--- src/include/vna_dsp_macros.svh ---
`ifndef VNA_DSP_MACROS_SVH
`define VNA_DSP_MACROS_SVH

`define SAMPLE_W       16
`define MAG_W          18  // Headroom for CORDIC gain
`define PHASE_W        16  // One turn is 2^16 counts
`define FIR_TAPS       15
`define FIR_SHIFT      6   // Tap weights sum to 64
`define CORDIC_STAGES  12
`define AVG_LOG2       4   // 16 frames per block

`endif

--- src/vna_dsp_pkg.sv ---
package vna_dsp_pkg;

    `include "vna_dsp_macros.svh"

    // Complex sample from the ADC path
    typedef struct packed {
        logic signed [`SAMPLE_W-1:0] i;
        logic signed [`SAMPLE_W-1:0] q;
    } iq_t;

    typedef struct packed {
        logic [`MAG_W-1:0]   mag;
        logic [`PHASE_W-1:0] phase;  // Unsigned turn fraction
    } polar_t;

    // Averaged S-parameter, phase of b relative to a
    typedef struct packed {
        logic [`MAG_W-1:0]          mag;
        logic signed [`PHASE_W-1:0] phase;
    } coeff_t;

    // atan(2^-k) in 1/65536 turn
    localparam logic [`PHASE_W-1:0] cordic_atan [`CORDIC_STAGES] = '{
        16'd8192, 16'd4836, 16'd2555, 16'd1297,
        16'd651,  16'd326,  16'd163,  16'd81,
        16'd41,   16'd20,   16'd10,   16'd5
    };

endpackage

--- src/fir_15.sv ---
`include "vna_dsp_macros.svh"

module fir_15 (
    input  logic             aclk,
    input  logic             reset,
    input  logic             in_valid,
    output logic             in_ready,
    input  vna_dsp_pkg::iq_t in_data,
    output logic             out_valid,
    input  logic             out_ready,
    output vna_dsp_pkg::iq_t out_data
);
    import vna_dsp_pkg::*;

    localparam int ACC_W = `SAMPLE_W + `FIR_SHIFT + 1;

    iq_t hist [`FIR_TAPS-1];    // Older samples, hist[0] is the most recent
    iq_t window [`FIR_TAPS];    // New sample plus history
    logic signed [ACC_W-1:0] sum_i;
    logic signed [ACC_W-1:0] sum_q;
    logic take;

    // Triangular taps 1..8..1
    function automatic logic signed [ACC_W-1:0] tap_weight(input int k);
        return (k < `FIR_TAPS / 2) ? ACC_W'(k + 1) : ACC_W'(`FIR_TAPS - k);
    endfunction

    assign in_ready = out_ready || !out_valid;
    assign take     = in_valid && in_ready;

    always_comb begin
        window[0] = in_data;
        for (int k = 1; k < `FIR_TAPS; k++) begin
            window[k] = hist[k-1];
        end
    end

    always_comb begin
        sum_i = '0;
        sum_q = '0;
        for (int k = 0; k < `FIR_TAPS; k++) begin
            sum_i = sum_i + ACC_W'(window[k].i) * tap_weight(k);
            sum_q = sum_q + ACC_W'(window[k].q) * tap_weight(k);
        end
    end

    always_ff @(posedge aclk) begin
        if (reset) begin
            out_valid <= 1'b0;
            for (int k = 0; k < `FIR_TAPS - 1; k++) begin
                hist[k] <= '0;
            end
        end else if (take) begin
            out_valid <= 1'b1;
            for (int k = 0; k < `FIR_TAPS - 1; k++) begin
                hist[k] <= window[k];  // Shift by one
            end
        end else if (out_ready) begin
            out_valid <= 1'b0;
        end
    end

    always_ff @(posedge aclk) begin
        if (take) begin
            out_data.i <= `SAMPLE_W'(sum_i >>> `FIR_SHIFT);
            out_data.q <= `SAMPLE_W'(sum_q >>> `FIR_SHIFT);
        end
    end

    a_hold_stalled: assert property (@(posedge aclk) disable iff (reset)
        out_valid && !out_ready |=> $stable(out_data));

endmodule

--- config.mk ---
export PLATFORM = sky130hd
export DESIGN_NAME = fir_15
export DESIGN_NICKNAME = d
export VERILOG_FILES = /design/src/vna_dsp_pkg.sv /design/src/fir_15.sv
export VERILOG_INCLUDE_DIRS = /design/src /design/src/include
export SDC_FILE = /design/constraint.sdc
export NUM_CORES = 2
export LEC_CHECK = 0
export BUFFER_PORTS_ARGS = -buffer_cell sky130_fd_sc_hd__buf_2
export CAP_MARGIN = 40
export CORE_AREA = 2 2 282 284
export CTS_BUF_LIST = sky130_fd_sc_hd__clkbuf_8
export CTS_CLUSTER_DIAMETER = 100
export CTS_CLUSTER_SIZE = 24
export DETAILED_ROUTE_END_ITERATION = 16
export DIE_AREA = 0 0 284 286
export PLACE_DENSITY = 0.8
export SLEW_MARGIN = 25
export SYNTH_ARGS = -nofsm -noshare
export SYNTH_HDL_FRONTEND = slang
export SYNTH_SLANG_ARGS = --single-unit
--- constraint.sdc ---
create_clock -name aclk -period 44.1 [get_ports aclk]
set_clock_uncertainty 0.1 [all_clocks]
set_input_delay 8.82 -clock aclk [delete_from_list [all_inputs] [get_ports aclk]]
set_output_delay 8.82 -clock aclk [all_outputs]
set_load 0.01 [all_outputs]
# After elaboration in Yosys (flattened, before gate mapping)
# Memory sizes are Yosys's and may differ from the RTL's.
# Index checks and enable logic that the tools add are counted.
# op_classes
n_mul	16
reduce_logical	4
n_bitwise	14
n_mux	21
addsub	28
# op_table
cell	n
$mux 32	14
$add 22x20->22	10
$mul 16x4->20 const B	8
$mul 16x3->19 const B	8
$add 22x19->22	4
$add 21x20->22	2
$add 22x16->22	2
$add 22x17->22	2
$add 22x18->22	2
$add 20x18->21	2
$add 18x19->20	2
$add 16x17->18	2
$or 1x1->1	14
$mux 1	7
$reduce_bool 2->1	1
$logic_and 1x1->1	1
$logic_not 1->1	1
$logic_or 1x1->1	1
# word_totals
register_bits	33
word_cells	87
memories	1
ram_bits	448
# memory_table
memory	depth	width	rd	rd_clocked_by_memory_dff	write_ports	line_no	text
hist	14	32	14	0	14	fir_15.sv:17	iq_t hist [`FIR_TAPS-1];

# Depth between registers and ports, before layout
# An unclocked memory read counts as a cell.
# depth
word_depth	15
depth_mapped	31

# Worst setup path before layout
# OpenSTA, ideal clock, no wires.
# synth_path
path_type	input port to flip-flop
from	in reset
to	mem hist[0][0] (netlist bit), enable pin
n_path_buf	2
stages	3
t_arrival_ps	20023
setup_slack_ps	23084
setup_ps	893
required_time_ps	43107
path_cell_list	clkbuf_1 -> clkbuf_1 -> nand2b_1
# synth_lines
element	line_no	text
from (decl)	fir_15.sv:5	input logic reset,
to (decl)	fir_15.sv:17	

# Final worst setup path
# layout_path
from	in out_ready
to	out in_ready
# layout_between
elab_chain_cells	1
# layout_lines
element	line_no	text
from (decl)	fir_15.sv:10	input logic out_ready,
$logic_or 1x1->1	fir_15.sv:28	assign in_ready = out_ready || !out_valid;
to (decl)	fir_15.sv:7	output logic in_ready,
# No other way between the ends.

==> metrics.yaml <==
drt:
  drc_errors: 0
  routed_wl_mm: 88.1
  ant_nets: 0
  dr.pass1.iters: 5
  drtIter0Drc: 1795
  vias_per_cell: 5.15
  wl_per_cell_um: 18.6
  vias: 24400
critical_path:
  worstPathArrival_ns: 9.28
  worstSetupStartpoint: "out_ready"
  slowest_delay_ns: 0.19
  r2r_cells: 30
  r2r_end: "out_data[15]"
  cp-end-kind: "output pin"
  crit_required_ns: 35.18
  slowest_stage: "nand2b_1"
  cpMostUsedCell: "buf_2"
  r2r_slack_ns: 34.46
  path_delay_family: "buffers and inverters"
  critical_path_depth: 3
  path_buf_inv: 2
  r2r_start: "hist[0][130]"
  worstPathCellList: "buf_2 -> nand2b_1 -> buf_2"
  start_kind: "primary input"
  worstSetupPathType: "in2out"
  critPathMaxFanout: 3
global_route:
  grt_max_degree: 146
  grtUsageTotal_pct: 22.6
  grt_pass1_wl_mm: 144
  antenna_found_initial: 5
  overflow: 0
  grt_pass1_vias: 27000
cts:
  cts.sinks: 481
  clk_latency_ns: 0.72
  cts_max_path_buffers: 3
  htreeDepth: 1
  cts_hold_buf: 0
  cts_resized: 0
  cts_tree: "built"
  clk_pin_slew_ns: 0.15
  cts_buffers: 28
  post_cts_buffers: 0
  cts_root_buffer: "clkbuf_8"
outcome:
  outcome: "completed"
yosys:
  synthArstFlopShare_pct: 0
  synth_edf_count: 480
  postSynthAreaPerCell_um2: 12.1
  ys_seq_area_share_pct: 33.1
  yosys_warnings: 0
  syn_inst: 3614
  synth_cell_type_count: 47
  synth_nets: 4782
  ys_seq_elements: 481
  ys.flop_type: "edfxtp_1"
  netlist_area_um2: 43600
worst_hold_path:
  hold-path-cell-count: 1
  hold_path_end: "hist[0][109]"
  hp-start: "hist[0][77]"
  hp-class: "reg2reg"
sta:
  slew_viol_final: 0
  hold_viol_final: 0
  max_freq_ghz: 0.0550
  fin_tns_setup_ns: 0
  post-route-period-util_pct: 41.3
  slew_headroom_pct: 40.1
  setup_viol: 0
  rsz0062_at_grt: "false"
  worst_pin_slew_ns: 0.899
  fin_crit_ns: 18.20
die:
  die_y_um: 286
  io_pins: 70
  core_area_um2: 78400
  die_w_um: 284
  start_util_pct: 55.6
  dieArea_um2: 81200
  std_cell_rows: 103
job:
  max_cap_violations: 0
final_layout:
  final_nets: 4839
  seqCellArea_um2: 14400
  mostFrequentLayoutCell: "inv_1"
  drive_above_1_share_pct: 3.99
  most-common-layout-cells: "inv_1, fa_1, edfxtp_1"
  multiInputGateArea_um2: 24900
  fillers: 6069
  areaGrowthSynthToFinish_pct: 5.37
placed_design:
  dpl.hpwl_mm: 70.5
  io_buffers: 69
  gp_congestion: 0.883
[cell families after synthesis]
group / count (synthesis) / synth area share [%]
xor gates and xnor gates: 99 / 1.99
DFF: 481 / 33.1
adders and majority gates: 1132 / 45.0
AOI/OAI and AO/OA: 156 / 2.44
and+or+nand+nor: 609 / 7.69
buffers and inverters: 1137 / 9.79
[how the worst max path moves through the flow]
stage	end	slack (ns)
floorplan	hist[0][0]	23.08
global placement	in_ready	25.90
detailed placement	in_ready	25.90
CTS	in_ready	25.90
global route	in_ready	25.89
finish	in_ready	25.90
[routing by layer]
metal	wire length (um)	GRT usage [%]	up-vias	share of wire, %
met4	2240	5.58	6	2.5
met5	38	0	-	0.043
met3	4550	2.61	131	5.2
li1	-	-	11100	-
met1	38000	31.7	12500	43
met2	43300	38.0	630	49
[layout make-up]
type                    instances  area share [%]
diodes                          2          0.0109
inverters                    1075            8.79
well taps                    1050            2.86
flip-flops and latches        481            31.4
multi-input cells            1996            54.2
clock buffers                  29           0.869
clock inverters                15           0.376
repair buffers                 89            1.44
[cell usage after synthesis, types with 3 or more instances]
| cell type | count | area, um2 |
|---|---|---|
| a21o_1 | 7 | 52.6 |
| o21bai_1 | 5 | 37.5 |
| nor3_1 | 135 | 676 |
| nor2b_1 | 102 | 638 |
| a21boi_0 | 4 | 30.0 |
| nand2b_1 | 11 | 68.8 |
| fa_1 | 724 | 14500 |
| nand2_1 | 27 | 101 |
| nand3_1 | 15 | 75.1 |
| nor2_1 | 84 | 315 |
| or2_2 | 4 | 25.0 |
| inv_1 | 1075 | 4040 |
| a31oi_1 | 7 | 43.8 |
| nand4_1 | 3 | 18.8 |
| o211a_1 | 4 | 40.0 |
| buf_1 | 3 | 11.3 |
| and2_1 | 208 | 1300 |
| o211ai_1 | 7 | 52.6 |
| ha_1 | 408 | 5100 |
| o31a_1 | 4 | 35.0 |
| o21a_1 | 22 | 165 |
| clkbuf_1 | 59 | 221 |
| xor2_1 | 32 | 280 |
| o2111ai_1 | 3 | 26.3 |
| or3_1 | 11 | 68.8 |
| o21ai_0 | 27 | 135 |
| and3_1 | 5 | 31.3 |
| xnor2_1 | 67 | 587 |
| edfxtp_1 | 480 | 14400 |
| a21oi_1 | 49 | 245 |
[through the flow]
step	cells	hold slack (ns)	cell area (um2)	setup WS, ns	utilization, %
after floorplan	3614	0.432	43600	23.08	-
after detailed placement	4688	0.460	45300	25.90	57.8
after CTS	4732	0.487	45800	25.90	58.5
final	4737	0.479	45900	25.90	58.6
after global routing	4736	0.502	45900	25.89	58.6
after global placement	4683	0.443	45100	25.90	57.6
[state kept, by name (all words and copies together), names as in the netlist]
name,count
hist,448
out_data,32
out_valid,1
Power is left out: the tool's default activity adds up to more than one toggle a clock period on the data nets, which glitch-free logic cannot reach.
