## src/include/vna_dsp_macros.svh

```systemverilog
`ifndef VNA_DSP_MACROS_SVH
`define VNA_DSP_MACROS_SVH

`define SAMPLE_W       16
`define MAG_W          18  // Headroom for CORDIC gain
`define PHASE_W        16  // One turn is 2^16 counts
`define FIR_TAPS       15
`define FIR_SHIFT      6   // Tap weights sum to 64
`define CORDIC_STAGES  12
`define AVG_LOG2       4   // 16 frames per block

`endif

```

## src/vna_dsp_pkg.sv

```systemverilog
package vna_dsp_pkg;

    `include "vna_dsp_macros.svh"

    // Complex sample from the ADC path
    typedef struct packed {
        logic signed [`SAMPLE_W-1:0] i;
        logic signed [`SAMPLE_W-1:0] q;
    } iq_t;

    typedef struct packed {
        logic [`MAG_W-1:0]   mag;
        logic [`PHASE_W-1:0] phase;  // Unsigned turn fraction
    } polar_t;

    // Averaged S-parameter, phase of b relative to a
    typedef struct packed {
        logic [`MAG_W-1:0]          mag;
        logic signed [`PHASE_W-1:0] phase;
    } coeff_t;

    // atan(2^-k) in 1/65536 turn
    localparam logic [`PHASE_W-1:0] cordic_atan [`CORDIC_STAGES] = '{
        16'd8192, 16'd4836, 16'd2555, 16'd1297,
        16'd651,  16'd326,  16'd163,  16'd81,
        16'd41,   16'd20,   16'd10,   16'd5
    };

endpackage

```

## src/cordic.sv

```systemverilog
`include "vna_dsp_macros.svh"

module cordic (
    input  logic                aclk,
    input  logic                reset,
    input  logic                in_valid,
    output logic                in_ready,
    input  vna_dsp_pkg::iq_t    in_data,
    output logic                out_valid,
    input  logic                out_ready,
    output vna_dsp_pkg::polar_t out_data
);
    import vna_dsp_pkg::*;

    localparam int LAST = `CORDIC_STAGES;

    // Rank 0 is the quadrant fold, ranks 1..LAST are the rotations
    logic signed [`MAG_W-1:0] x [LAST+1];
    logic signed [`MAG_W-1:0] y [LAST+1];
    logic [`PHASE_W-1:0]      z [LAST+1];
    logic [LAST:0]            v;
    logic                     advance;
    logic signed [`MAG_W-1:0] in_x;
    logic signed [`MAG_W-1:0] in_y;

    assign advance  = out_ready || !v[LAST];  // Freeze only when the output is stuck
    assign in_ready = advance;

    assign in_x = `MAG_W'(in_data.i);  // Sign extend
    assign in_y = `MAG_W'(in_data.q);

    always_ff @(posedge aclk) begin
        if (reset) begin
            v <= '0;
        end else if (advance) begin
            v <= {v[LAST-1:0], in_valid};
        end
    end

    always_ff @(posedge aclk) begin
        if (advance) begin
            // Left half plane gets rotated by a half turn first
            if (in_data.i[`SAMPLE_W-1]) begin
                x[0] <= -in_x;
                y[0] <= -in_y;
                z[0] <= {1'b1, {(`PHASE_W-1){1'b0}}};
            end else begin
                x[0] <= in_x;
                y[0] <= in_y;
                z[0] <= '0;
            end

            for (int k = 0; k < LAST; k++) begin
                if (!y[k][`MAG_W-1]) begin
                    x[k+1] <= x[k] + (y[k] >>> k);
                    y[k+1] <= y[k] - (x[k] >>> k);
                    z[k+1] <= z[k] + cordic_atan[k];
                end else begin
                    x[k+1] <= x[k] - (y[k] >>> k);
                    y[k+1] <= y[k] + (x[k] >>> k);
                    z[k+1] <= z[k] - cordic_atan[k];
                end
            end
        end
    end

    assign out_valid      = v[LAST];
    assign out_data.mag   = $unsigned(x[LAST]);  // Includes the gain of about 1.647
    assign out_data.phase = z[LAST];

    // A stalled result blocks the input and stays put
    a_stall_freeze: assert property (@(posedge aclk) disable iff (reset)
        out_valid && !out_ready |-> !in_ready ##1 (out_valid && $stable(out_data)));

endmodule

```

## config.mk

```make
export PLATFORM = sky130hd
export DESIGN_NAME = cordic
export DESIGN_NICKNAME = d
export VERILOG_FILES = /design/src/vna_dsp_pkg.sv /design/src/cordic.sv
export VERILOG_INCLUDE_DIRS = /design/src /design/src/include
export SDC_FILE = /design/constraint.sdc
export NUM_CORES = 2
export LEC_CHECK = 0
export ABC_AREA = 1
export CORE_ASPECT_RATIO = 0.75
export CORE_UTILIZATION = 50
export CTS_CLUSTER_SIZE = 12
export DETAILED_ROUTE_END_ITERATION = 10
export DONT_BUFFER_PORTS = 1
export PLACE_DENSITY = 0.65
export RECOVER_POWER = 100
export REMOVE_ABC_BUFFERS = 1
export SLEW_MARGIN = 20
export SYNTH_ARGS = -nofsm -noshare
export SYNTH_HDL_FRONTEND = slang
export SYNTH_SLANG_ARGS = --single-unit
```

## constraint.sdc

```tcl
create_clock -name aclk -period 2.9 [get_ports aclk]
set_input_delay 0.435 -clock aclk [delete_from_list [all_inputs] [get_ports aclk]]
set_output_delay 0.435 -clock aclk [all_outputs]
set_load 0.02 [all_outputs]
```

; Word-level counts from Yosys, hierarchy flattened
; Memories as Yosys holds them, arrays and structs flattened.
; Cells that the tools add are included.
[totals]
out_inout_bits = 36
mem_bits_rw = 676
reg_bits = 13
mem_count = 3
[mem_list]
columns = name, depth, width, rd, rd_ports_with_merged_regs, wr, line
row1 = x, 13, 18, 13, 0, 13, cordic.sv:18  ; logic signed [`MAG_W-1:0] x [LAST+1];
row2 = y, 13, 18, 12, 0, 13, cordic.sv:19  ; logic signed [`MAG_W-1:0] y [LAST+1];
row3 = z, 13, 16, 13, 0, 13, cordic.sv:20  ; logic [`PHASE_W-1:0] z [LAST+1];
[classes]
bitwise = 39
reduce_logical = 2
n_addsub = 73
muxes = 117
[op_table]
columns = operator, count
row1 = 2-to-1 mux 18 bit, 26
row2 = 2-to-1 mux 16 bit, 13
row3 = 2-to-1 mux 1 bit, 78
row4 = bitwise OR 1 bit, 39
row5 = adder 18 x 10 -> 18 bit, 2
row6 = adder 18 x 11 -> 18 bit, 2
row7 = adder 18 x 12 -> 18 bit, 2
row8 = adder 18 x 13 -> 18 bit, 2
row9 = adder 18 x 14 -> 18 bit, 2
row10 = adder 18 x 15 -> 18 bit, 2
row11 = adder 18 x 16 -> 18 bit, 2
row12 = adder 18 x 17 -> 18 bit, 2
row13 = adder 18 x 7 -> 18 bit, 2
row14 = adder 18 x 8 -> 18 bit, 2
row15 = adder 18 x 9 -> 18 bit, 2
row16 = negation 16 -> 18 bit, 2
row17 = subtractor 18 x 10 -> 18 bit, 2
row18 = subtractor 18 x 11 -> 18 bit, 2
row19 = subtractor 18 x 12 -> 18 bit, 2
row20 = subtractor 18 x 13 -> 18 bit, 2
row21 = subtractor 18 x 14 -> 18 bit, 2
row22 = subtractor 18 x 15 -> 18 bit, 2
row23 = subtractor 18 x 16 -> 18 bit, 2
row24 = subtractor 18 x 17 -> 18 bit, 2
row25 = other kinds (31), 35

; Logic depth before layout (Yosys ltp)
[depth]
word_depth = 5
mapped_depth = 20

; Worst setup path before layout
; OpenSTA, ideal clock, no wires.
[synth_timing]
path_type = reg2reg
start = register v[12]
end = memory y[3][11] in the netlist's numbering (data pin)
t_required_ns = 2.648
setup_ns = 0.252
path_buffers = 1
path_slack_ns = -0.113
period_less_slack_ns = 3.013
path_stages_with_launch = 17
t_arrival_ns = 2.761
path_cell_list = dfxtp_1 inv_1 nor2_4 nor2_2 clkbuf_1 nor2_1 xor2_1 inv_1 ha_1 a21oi_1 nand2_1 a21boi_0 o21ai_0 nand2_1 nand2_1 nand2_1 nand2_1
[synth_rtl]
columns = element, line
row1 = start: declaration, cordic.sv:21  ; logic [LAST:0] v;
row2 = start signal: assignment, cordic.sv:36  ; v <= {v[LAST-1:0], in_valid};
row3 = end: declaration, cordic.sv:19

==> metrics <==
status=finished, violations left; failing checks=setup timing; via count=52994; CTS tree=built; Skew-Pair Late Insertion Delay=0.67 ns; Final period util=104.6%; Synth Cell Area=53890 um2; Slew HR=42.03%; Crit. End Element=flop; GRT Util Overall=29.14%; RSZ-0062 raised after global routing=true; share of layout cells above drive strength 1=31.96%; final wirelength=173.4 mm; worst-margin pin slew=0.8696 ns; Synth Register Bits=606; largest net degree at the start of global routing=64; dpl hpwl=130.6 mm; Synth top area share=33.04%; post-synthesis async set-or-reset flop share=0%; total gr overflow=0; count of different cell masters after synthesis=49; site row count=103; Antenna Nets Post-Route=0; Ys Warns=0; CP Launch Type=flop; Worst Skew=0.02699 ns; placed cell count=9444; clk buf depth=3; Mapped Avg Cell Area=7.812 um2; routability cong.=0.9932; CTS root buffer=clkbuf_16; critical path type=reg -> reg; Syn-to-layout area delta=39.40%; Pre-antenna DRT Iters=6; final worst path period need=3.033 ns; Critical Path RT=3.31 ns; Synth Instances=6898; Slew Viols, Final=0; Fillers=8233; Yosys top cell by area=edfxtp_1; initial antenna violation count=1; # DRC=0; setup TNS=-0.9562 ns; Area contributors post-synth=edfxtp_1 33%, ha_1 13%, nand2_1 11%; Die Wd=381.1 um; Hold WS=0.06381 ns; Final Hold Viols=0; top_reg_cell synth=edfxtp_1; first-pass GRT wire length=255.4 mm; f_max=329.7 MHz; n_diodes=0; number of synthesized flops with an enable pin=593; final setup vio count=26; routed length per instance=17.70 um; Clock Sinks=606; Final nets=8959; max cap viols=0; Post-Layout Cell Count=9792; core area=106100 um2; I/O Buffers=0; Worst Path Max Fanout=7; Starting DRT DRC Count=4593; Clk pin slew, worst setup/hold paths=0.06 ns; CP Data Arrival Time=3.44 ns; Starting Density=50.81%; routed vias/inst=5.412; IO Pins=72; sequential fraction of the synthesis area=33.53%; Die Y=286.3 um; H-Tree Depth=3; final setup margin=-0.1331 ns; DIE AREA=109100 um2; Setup Slack @ Placement=-0.5004 ns; worst min-delay path category=in -> reg; vias in the first global route=47754; CTS Buf Count=70
==> logic make-up after synthesis <==
group,after synthesis,synth area share (%)
AO/OA/AOI/OAI,1139,12.18
XOR/XNOR,611,9.930
adder cells (fa/ha/maj),600,14.38
buffers and inverters,997,7.253
flip-flops,606,33.53
other,1,0.006959
AND/OR/NAND/NOR,2944,22.73
==> timing repair <==
action	CTS	global route
cloned	1	7
hold endpoints to repair	34	0
hold buffers	21	0
gates resized for setup	306	1350
setup endpoints to repair	229	286
buffers inserted	46	166
pin swaps	88	545
==> through the flow <==
| step | instance area [um2] | utilization, % |
|---|---|---|
| after global placement | 64490 | 60.81 |
| after global routing | 75130 | 70.83 |
| after CTS | 68340 | 64.43 |
| final | 75130 | 70.83 |
| after floorplan | 53430 | - |
| after detailed placement | 64490 | 60.81 |
==> cells in the mapped netlist (all sizes together) (34+ instances only) <==
library cell,n
o21bai,101
nand3,440
a21oi,459
nand2,1641
a21o,97
xor2,445
inv,916
edfxtp,593
xnor2,166
nor2,590
buf,69
nor3,127
a21boi,62
nand4,60
a31oi,43
nor4,34
ha,568
o21ai,322
==> final cells by class <==
cell class	count	area, um2	share of cell area (%)
multi-input cells	5295	38130	50.75
clock inverters	38	380.4	0.5063
inverters	918	3491	4.647
repair buffers	1429	11440	15.23
repair inverters	3	23.77	0.03164
clock buffers	86	1822	2.425
well taps	1417	1773	2.360
flip-flops and latches	606	18070	24.05
==> sequential cells by signal, indices dropped and copies added (netlist names) <==
| name | flops |
|---|---|
| z | 155 |
| y | 204 |
| v | 13 |
| x | 234 |
==> worst paths after layout <==
| path | end | start | slack [ns] | depth (start not counted) |
|---|---|---|---|---|
| setup reg to reg | y[1][34] | v[12] | -0.13 | 19 |
| setup / recovery | y[1][34] | v[12] | -0.13 | 19 |
| hold reg to reg | z[5][1] | z[4][17] | 0.41 | 0 |
| hold / removal | x[0][5] | in_data[21] | 0.06 | 2 |
==> layout by cell type, fill, tap and decap left out, types with 93 or more instances in the layout <==
cell type  count
inv_2         96
nand3_1      386
inv_1        810
ha_4         136
nand2_1     1454
a21o_1        96
buf_4       1296
nor2_1       472
nand2_2      152
a21oi_2      147
xor2_1       399
o21ai_0      150
xnor2_1      152
edfxtp_1     593
a21oi_1      295
o21ai_2       93
ha_1         409
==> per-layer routing <==
metal | GRT usage, % | part of all wire [%] | up-vias
met5 | 0 | 0.0052 | -
met4 | 4.960 | 1.6 | 2
met3 | 3.504 | 7.6 | 210
met2 | 40.86 | 42 | 1809
met1 | 47.47 | 49 | 25033
li1 | - | - | 25940
==> critical path, stage by stage (launching register included) <==
cell      delay, ns
dfxtp_2        0.32
inv_2          0.06
nor2_4         0.04
buf_12         0.14
buf_12         0.16
nor2_4         0.19
clkinv_4       0.13
buf_12         0.16
buf_6          0.11
o21ai_2        0.05
xnor2_1        0.09
ha_1           0.39
buf_6          0.13
nand2_2        0.05
inv_2          0.10
nand3_2        0.11
o21ai_4        0.24
nand3_1        0.10
nand2_1        0.10
xor2_1         0.07
Power is left out: the tool's default activity adds up to more than one toggle a clock period on the data nets, which glitch-free logic cannot reach.
