File: src/include/vna_dsp_macros.svh
`ifndef VNA_DSP_MACROS_SVH
`define VNA_DSP_MACROS_SVH

`define SAMPLE_W       16
`define MAG_W          18  // Headroom for CORDIC gain
`define PHASE_W        16  // One turn is 2^16 counts
`define FIR_TAPS       15
`define FIR_SHIFT      6   // Tap weights sum to 64
`define CORDIC_STAGES  12
`define AVG_LOG2       4   // 16 frames per block

`endif

File: src/vna_dsp_pkg.sv
package vna_dsp_pkg;

    `include "vna_dsp_macros.svh"

    // Complex sample from the ADC path
    typedef struct packed {
        logic signed [`SAMPLE_W-1:0] i;
        logic signed [`SAMPLE_W-1:0] q;
    } iq_t;

    typedef struct packed {
        logic [`MAG_W-1:0]   mag;
        logic [`PHASE_W-1:0] phase;  // Unsigned turn fraction
    } polar_t;

    // Averaged S-parameter, phase of b relative to a
    typedef struct packed {
        logic [`MAG_W-1:0]          mag;
        logic signed [`PHASE_W-1:0] phase;
    } coeff_t;

    // atan(2^-k) in 1/65536 turn
    localparam logic [`PHASE_W-1:0] cordic_atan [`CORDIC_STAGES] = '{
        16'd8192, 16'd4836, 16'd2555, 16'd1297,
        16'd651,  16'd326,  16'd163,  16'd81,
        16'd41,   16'd20,   16'd10,   16'd5
    };

endpackage

File: src/coeff_accum.sv
`include "vna_dsp_macros.svh"

module coeff_accum (
    input  logic                               aclk,
    input  logic                               reset,
    input  logic                               add,
    input  logic                               first,
    input  vna_dsp_pkg::polar_t                b_wave,
    input  vna_dsp_pkg::polar_t                a_wave,
    output logic [`MAG_W+`AVG_LOG2-1:0]        mag_sum,
    output logic signed [`PHASE_W+`AVG_LOG2-1:0] phase_sum
);
    localparam int MSUM_W = `MAG_W + `AVG_LOG2;
    localparam int PSUM_W = `PHASE_W + `AVG_LOG2;

    logic signed [`PHASE_W-1:0] phase_diff;

    // Modular subtraction, read back as signed gives the short way round
    assign phase_diff = b_wave.phase - a_wave.phase;

    always_ff @(posedge aclk) begin
        if (reset) begin
            mag_sum   <= '0;
            phase_sum <= '0;
        end else if (add) begin
            if (first) begin  // Start of a new block
                mag_sum   <= MSUM_W'(b_wave.mag);
                phase_sum <= PSUM_W'(phase_diff);
            end else begin
                mag_sum   <= mag_sum + MSUM_W'(b_wave.mag);
                phase_sum <= phase_sum + PSUM_W'(phase_diff);
            end
        end
    end

endmodule

File: src/coeff_average.sv
`include "vna_dsp_macros.svh"

module coeff_average (
    input  logic                aclk,
    input  logic                reset,
    input  logic [3:0]          in_valid,
    output logic [3:0]          in_ready,
    input  vna_dsp_pkg::polar_t in_data [4],
    output logic                coeff_valid,
    input  logic                coeff_ready,
    output vna_dsp_pkg::coeff_t s11,
    output vna_dsp_pkg::coeff_t s12,
    output vna_dsp_pkg::coeff_t s21,
    output vna_dsp_pkg::coeff_t s22
);
    import vna_dsp_pkg::*;

    localparam int MSUM_W = `MAG_W + `AVG_LOG2;
    localparam int PSUM_W = `PHASE_W + `AVG_LOG2;

    // Pair order s11, s12, s21, s22 with channels a1=0 b1=1 a2=2 b2=3
    localparam int B_CH [4] = '{1, 1, 3, 3};
    localparam int A_CH [4] = '{0, 2, 0, 2};

    logic [`AVG_LOG2-1:0]     cnt;
    logic                     frame;
    logic                     first;
    logic                     done;  // Last frame of a block went into the sums
    logic [MSUM_W-1:0]        mag_sum [4];
    logic signed [PSUM_W-1:0] phase_sum [4];

    function automatic coeff_t scale(input logic [MSUM_W-1:0] m,
                                     input logic signed [PSUM_W-1:0] p);
        coeff_t c;
        c.mag   = `MAG_W'(m >> `AVG_LOG2);
        c.phase = `PHASE_W'(p >>> `AVG_LOG2);
        return c;
    endfunction

    assign frame    = (&in_valid) && !coeff_valid;  // All four advance together
    assign in_ready = {4{frame}};
    assign first    = (cnt == '0);

    for (genvar p = 0; p < 4; p++) begin : g_pair
        coeff_accum acc (
            .aclk      (aclk),
            .reset     (reset),
            .add       (frame),
            .first     (first),
            .b_wave    (in_data[B_CH[p]]),
            .a_wave    (in_data[A_CH[p]]),
            .mag_sum   (mag_sum[p]),
            .phase_sum (phase_sum[p])
        );
    end

    always_ff @(posedge aclk) begin
        if (reset) begin
            cnt         <= '0;
            done        <= 1'b0;
            coeff_valid <= 1'b0;
        end else begin
            done <= frame && (&cnt);
            if (frame) cnt <= cnt + 1'b1;
            if (done) begin
                coeff_valid <= 1'b1;
            end else if (coeff_ready) begin
                coeff_valid <= 1'b0;
            end
        end
    end

    always_ff @(posedge aclk) begin
        if (done) begin
            s11 <= scale(mag_sum[0], phase_sum[0]);
            s12 <= scale(mag_sum[1], phase_sum[1]);
            s21 <= scale(mag_sum[2], phase_sum[2]);
            s22 <= scale(mag_sum[3], phase_sum[3]);
        end
    end

    // Held result blocks all inputs and keeps its value
    a_hold_result: assert property (@(posedge aclk) disable iff (reset)
        coeff_valid && !coeff_ready |-> in_ready == '0
            ##1 (coeff_valid && $stable({s11, s12, s21, s22})));

endmodule

File: config.mk
export PLATFORM = sky130hd
export DESIGN_NAME = coeff_average
export DESIGN_NICKNAME = d
export VERILOG_FILES = /design/src/vna_dsp_pkg.sv /design/src/coeff_accum.sv /design/src/coeff_average.sv
export VERILOG_INCLUDE_DIRS = /design/src /design/src/include
export SDC_FILE = /design/constraint.sdc
export NUM_CORES = 1
export LEC_CHECK = 0
export ABC_AREA = 1
export BUFFER_PORTS_ARGS = -buffer_cell sky130_fd_sc_hd__buf_2
export CORE_ASPECT_RATIO = 0.75
export CORE_MARGIN = 5
export CORE_UTILIZATION = 40
export DETAILED_ROUTE_END_ITERATION = 16
export PLACE_DENSITY_LB_ADDON = 0.15
export SKIP_CTS_REPAIR_TIMING = 1
export SLEW_MARGIN = 20
export SYNTH_ARGS = -nofsm -noshare
export SYNTH_HDL_FRONTEND = slang
export SYNTH_HIERARCHICAL = 1
export SYNTH_SLANG_ARGS = --single-unit
File: constraint.sdc
create_clock -name aclk -period 3.5 [get_ports aclk]
set_input_delay 0 -clock aclk [delete_from_list [all_inputs] [get_ports aclk]]
set_output_delay 0 -clock aclk [all_outputs]
set_load 0.03 [all_outputs]
---- Word-level counts from Yosys, hierarchy flattened ----
Cells that the tools add are included.
word-level totals
  register bits after elaboration ......... 310
  bits in latches ......................... 0
  RAM bits ................................ 0
  ROM bits ................................ 0
  output and inout bits ................... 141
  word-level logic and storage cells ...... 49
  memories kept ........................... 0
cells by class
  add/subtract/negate cells ............... 13
  multipliers ............................. 0
  div/mod/pow operators ................... 0
  order comparisons ....................... 0
  equal/unequal tests ..................... 0
  shift-type cells ........................ 0
  muxes and demuxes ....................... 10
  bitwise logic cells ..................... 0
  reductions and logical operators ........ 7
operators with widths
  operator               number
  $add A22 B18 Y22       4
  $mux W22               4
  $add A20 B16 Y20       4
  $mux W20               4
  $sub A16 B16 Y16       4
  $reduce_and A4 Y1      2
  $add A4 B1 Y4 const B  1
  $logic_not A4 Y1       1
  $logic_and A1 B1 Y1    2
  $mux W1                2
  $reduce_bool A2 Y1     1
  $logic_not A1 Y1       1

---- Logic depth before layout (Yosys ltp) ----
  depth after elaboration ................. 3
  depth in mapped cells ................... 26
  depth with buffers taken out ............ 26

---- By module ----
Netlist, hierarchy kept.
by module, submodules not included
  module                       instances  cells an instance  area each (µm²)  sequential area each (µm²)
  coeff_accum (g_pair[1].acc)  1          806                4991.0           840.8
  coeff_accum (g_pair[3].acc)  1          808                4927.2           840.8
  coeff_accum (g_pair[2].acc)  1          797                4916.0           840.8
  coeff_accum (g_pair[0].acc)  1          773                4847.1           840.8
  coeff_average                1          183                4434.3           4204.0

---- Worst setup path before layout ----
No wires, ideal clock.
  path type ............................... register -> register
  start point ............................. register done
  end point ............................... register s11[0] (netlist bit) (enable)
  library setup time ...................... 508 ps
  data arrival time ....................... 3266 ps
  required time ........................... 2992 ps
  path slack .............................. -275 ps
  cell stages (with the launch flop) ...... 1
  clock period less this slack ............ 3775 ps
  cell sequence ........................... dfxtp_1
RTL lines
  item                    line                 source
  from (decl)             coeff_average.sv:28  logic done;
  from (signal assigned)  coeff_average.sv:63  done <= frame && (&cnt);
  to (signal assigned)    coeff_average.sv:75  s11 <= scale(mag_sum[0], phase_sum[0]);
  to (decl)               coeff_average.sv:11  output vna_dsp_pkg::coeff_t s11,
No word-level cell between the ends.

---- Worst setup path after layout ----
  start point ............................. input in_data[34] (netlist bit)
  end point ............................... register g_pair[1].acc.phase_sum[11]
on the way
  longest elaborated chain between the ends .. 3
RTL lines
  item                  line                source
  from (decl)           coeff_average.sv:8  input vna_dsp_pkg::polar_t in_data [4],
  $sub A16 B16 Y16 (*)  coeff_accum.sv:19   assign phase_diff = b_wave.phase - a_wave.phase;
  $add A20 B16 Y20      coeff_accum.sv:31   phase_sum <= phase_sum + PSUM_W'(phase_diff);
  $mux W20 (*)          coeff_accum.sv:26   if (first) begin
  to (signal assigned)  coeff_accum.sv:28   phase_sum <= PSUM_W'(phase_diff);
  to (signal assigned)  coeff_accum.sv:31
  to (decl)             coeff_accum.sv:11   output logic signed [`PHASE_W+`AVG_LOG2-1:0] phase_sum
Every way passes the cells marked *; elsewhere a longest branch is shown, timed or not.
A chain may end at the register's enable or synchronous reset.

==> key figures <==
Placement
  • Place WS: 289 ps
  • Placed wire-length estimate: 61700 µm
  • PortBufs: 247
  • Gpl congestion: 0.952

Worst hold path
  • Hold WC Path Type: input port to flop

Clocking
  • Clk pin slew, worst setup/hold paths: 60 ps
  • H-tree depth: 2
  • Total CTS buffers: 38
  • Clock buffer depth: 3
  • # clock sinks: 310
  • Clock Latency Late Sink: 580 ps
  • Root Buffer: clkbuf_16
  • CTS tree: built

Outcome
  • Status: finished, violations left
  • Failing checks: negative hold slack

Logic synthesis
  • Synth Register Bits: 310
  • Post-synth top area share: 16.9%
  • Ys async rst share: 0%
  • Cells after Synth: 3367
  • Post-synth cell types: 59
  • Synth top area cells: edfxtp_1 17%, dfxtp_1 14%, nand2_1 14%
  • Mapped cell area: 0.0241 mm²
  • Number of synthesized flops with an enable pin: 136
  • Ys Warns: 6
  • Synth Flop Type: dfxtp_1
  • Syn avg cell area: 7.16 µm²
  • Seq/Total Area, Yosys: 31.4%
  • Mapped Nets: 3744
  • Post-synth top area cell: edfxtp_1

Worst setup path
  • Delay-heaviest family, CP: compound AO/OA/AOI/OAI gates
  • Critical Path AT: 3710 ps
  • Crit path cell chain: buf_2 -> dlygate4sd3_1 -> ha_1 -> inv_1 -> fa_1 -> nand3_1 -> nand2_1 -> a21boi_2 -> o21bai_2 -> nand2_1 -> inv_1 -> or2_2 -> ha_1 -> a21oi_1 -> and2_1 -> nand2_1 -> a21oi_1 -> xnor2_1 -> o21ai_0 -> nor2_1
  • Critical Path Start Type: input port
  • Critical path type: input port to flop
  • CP max-delay cell: dlygate4sd3_1
  • Critical Path Max Stage Delay: 550 ps
  • Crit Path Max Fanout: 5
  • Register-to-register setup slack: 700 ps
  • Critical Path Sink Type: flop
  • CP required: 4000 ps
  • Top cell by count, worst path: nand2_1
  • Crit path buffers/inverters: 4

Floorplan
  • Die area: 0.0654 mm²
  • Die W: 294 µm
  • Site Rows: 78
  • Core area: 0.0601 mm²
  • Die H: 223 µm
  • IO Count: 284
  • Starting Density: 40.1%

Layout
  • Final net count: 4038
  • Most common cell after layout, fill and taps aside: nand2_1
  • Commonest non-fill, non-tap cells in the layout: 879 x nand2_1, 447 x inv_1, 275 x a21oi_1, 270 x nor2_1, 246 x buf_2
  • Area delta synth->final: 16.2%
  • Share of layout cells above drive strength 1: 13.5%

Run
  • Max cap viols: 0

STA
  • Final Cycle Share: 91.9%
  • Slew Limit Fails: 0
  • Post-Route Skew: 39.0 ps
  • Endpoints failing setup: 0
  • RSZ-0062 raised after global routing: no
  • Max_slew headroom: 50.2%
  • Hold Worst Slack: -68.7 ps
  • Fmax: 311 MHz
  • Final Hold Viols: 2
  • Setup TNS: 0 ps
  • Pin slew with the least headroom to its limit: 746 ps
  • Fin worst setup slack: 282 ps
  • Period minus WS final: 3220 ps

Routing
  • Detailed-route wire length per cell: 17.4 µm
  • Drt first pass iters: 5
  • Initial DRC count: 2107
  • Final antenna-violating net count: 0
  • Remaining routing DRC violations: 0
  • Overall routed net length: 78500 µm
  • Via/cell ratio: 5.15
  • Via count: 23188

Global route
  • Total track usage: 23.1%
  • Largest net degree at the start of global routing: 81
  • Initial antenna violation count: 24
  • First-pass GRT wire length: 120000 µm
  • Vias in the first global route: 20704
  • GRT Residual Overflow: 0

Power
  • Maximum VDD drop: 0.272 mV
  • Power per standard cell area: 382 mW/mm²
  • Leak Pwr: 14.0 nW
routing by layer:
metal  GRT usage [%]  part of all wire [%]  vias to the layer above
met2            30.3                    37                      715
li1                -                     -                    11784
met4            4.22                   1.3                       24
met5               0                  0.19                        -
met1            37.7                    53                    10562
met3            5.34                   8.6                      103
through the flow:
stage / cell area, µm² / power [mW] / utilization, % / cells / hold WS [ps]
finish: 28000 / 10.7 / 46.6 / 4500 / -68.7
global route: 28000 / 11.3 / 46.6 / 4496 / 3.57
CTS: 27500 / 10.8 / 45.8 / 4446 / -317
detailed placement: 26200 / 6.48 / 43.6 / 4376 / 281
global placement: 26200 / 6.48 / 43.6 / 4376 / 280
floorplan: 24100 / 5.79 / - / 3367 / 69.1
cells in the mapped netlist (24+ instances only):
master and n:
inv_1 447, xnor2_1 30, nor3_1 27, inv_2 29, dfxtp_1 174, ha_1 222
xor2_1 47, o21ai_1 24, a21oi_2 27, a21oi_1 275, a22o_1 38, a21o_1 25
edfxtp_1 136, nand2_1 879, nor2_1 271, nand3_1 230, a31oi_1 31, nand2_2 50
nand3b_1 54, nand4_1 25, o21ai_0 96
worst reg2reg max path: cells and delay by family (launching register included):
| family | cells | cell delay [ps] |
|---|---|---|
| flops | 1 | 340 |
| compound gates | 1 | 170 |
| simple gates | 4 | 570 |
| buf+inv | 4 | 1510 |
| fa+ha+maj | 1 | 150 |
sequential cells by signal, summed over array words and instances, names as in the netlist, 4 cells and up:
| register | flops |
|---|---|
| s21 | 34 |
| g_pair.acc/phase_sum | 80 |
| s22 | 34 |
| s12 | 34 |
| cnt | 4 |
| s11 | 34 |
| g_pair.acc/mag_sum | 88 |
worst paths after layout:
kind	start	to	cells past startpoint
setup / recovery	in_data[34]	g_pair[1].acc/phase_sum[11]$_SDFFE_PP0P_	20
hold / removal	in_valid[3]	g_pair[3].acc/phase_sum[19]$_SDFFE_PP0P_	6
setup reg to reg	cnt[0]$_SDFFE_PP0P_	g_pair[3].acc/mag_sum[6]$_SDFFE_PP0P_	10
hold reg to reg	g_pair[2].acc/mag_sum[21]$_SDFFE_PP0P_	s21[33]$_DFFE_PP_	0
area by class of cell:
cell class	count	area, µm²
Antenna cell	9	22.5
Clock buffer	49	1100
Clock inverter	21	223
Fill cell	6241	32100
Inverter	477	1790
Multi-Input combinational cell	2523	14500
Sequential cell	310	7570
Tap cell	800	1000
Timing Repair Buffer	311	1860
logic make-up after synthesis:
logic type	count (synthesis)	share of synthesized area, %
buffers and inverters	534	8.68
adders and majority gates	234	12.5
and+or+nand+nor	1602	29.0
DFF	310	31.4
xor gates and xnor gates	79	2.93
AOI/OAI and AO/OA	608	15.5
power by group:
group          switching, mW  internal, mW  total (mW)  leakage, nW
logic                   1.74         0.905        2.65         10.5
clock network           1.69          2.52        4.21        0.643
registers             0.0493          3.81        3.86         2.83
(Power assumes the default switching activity.)
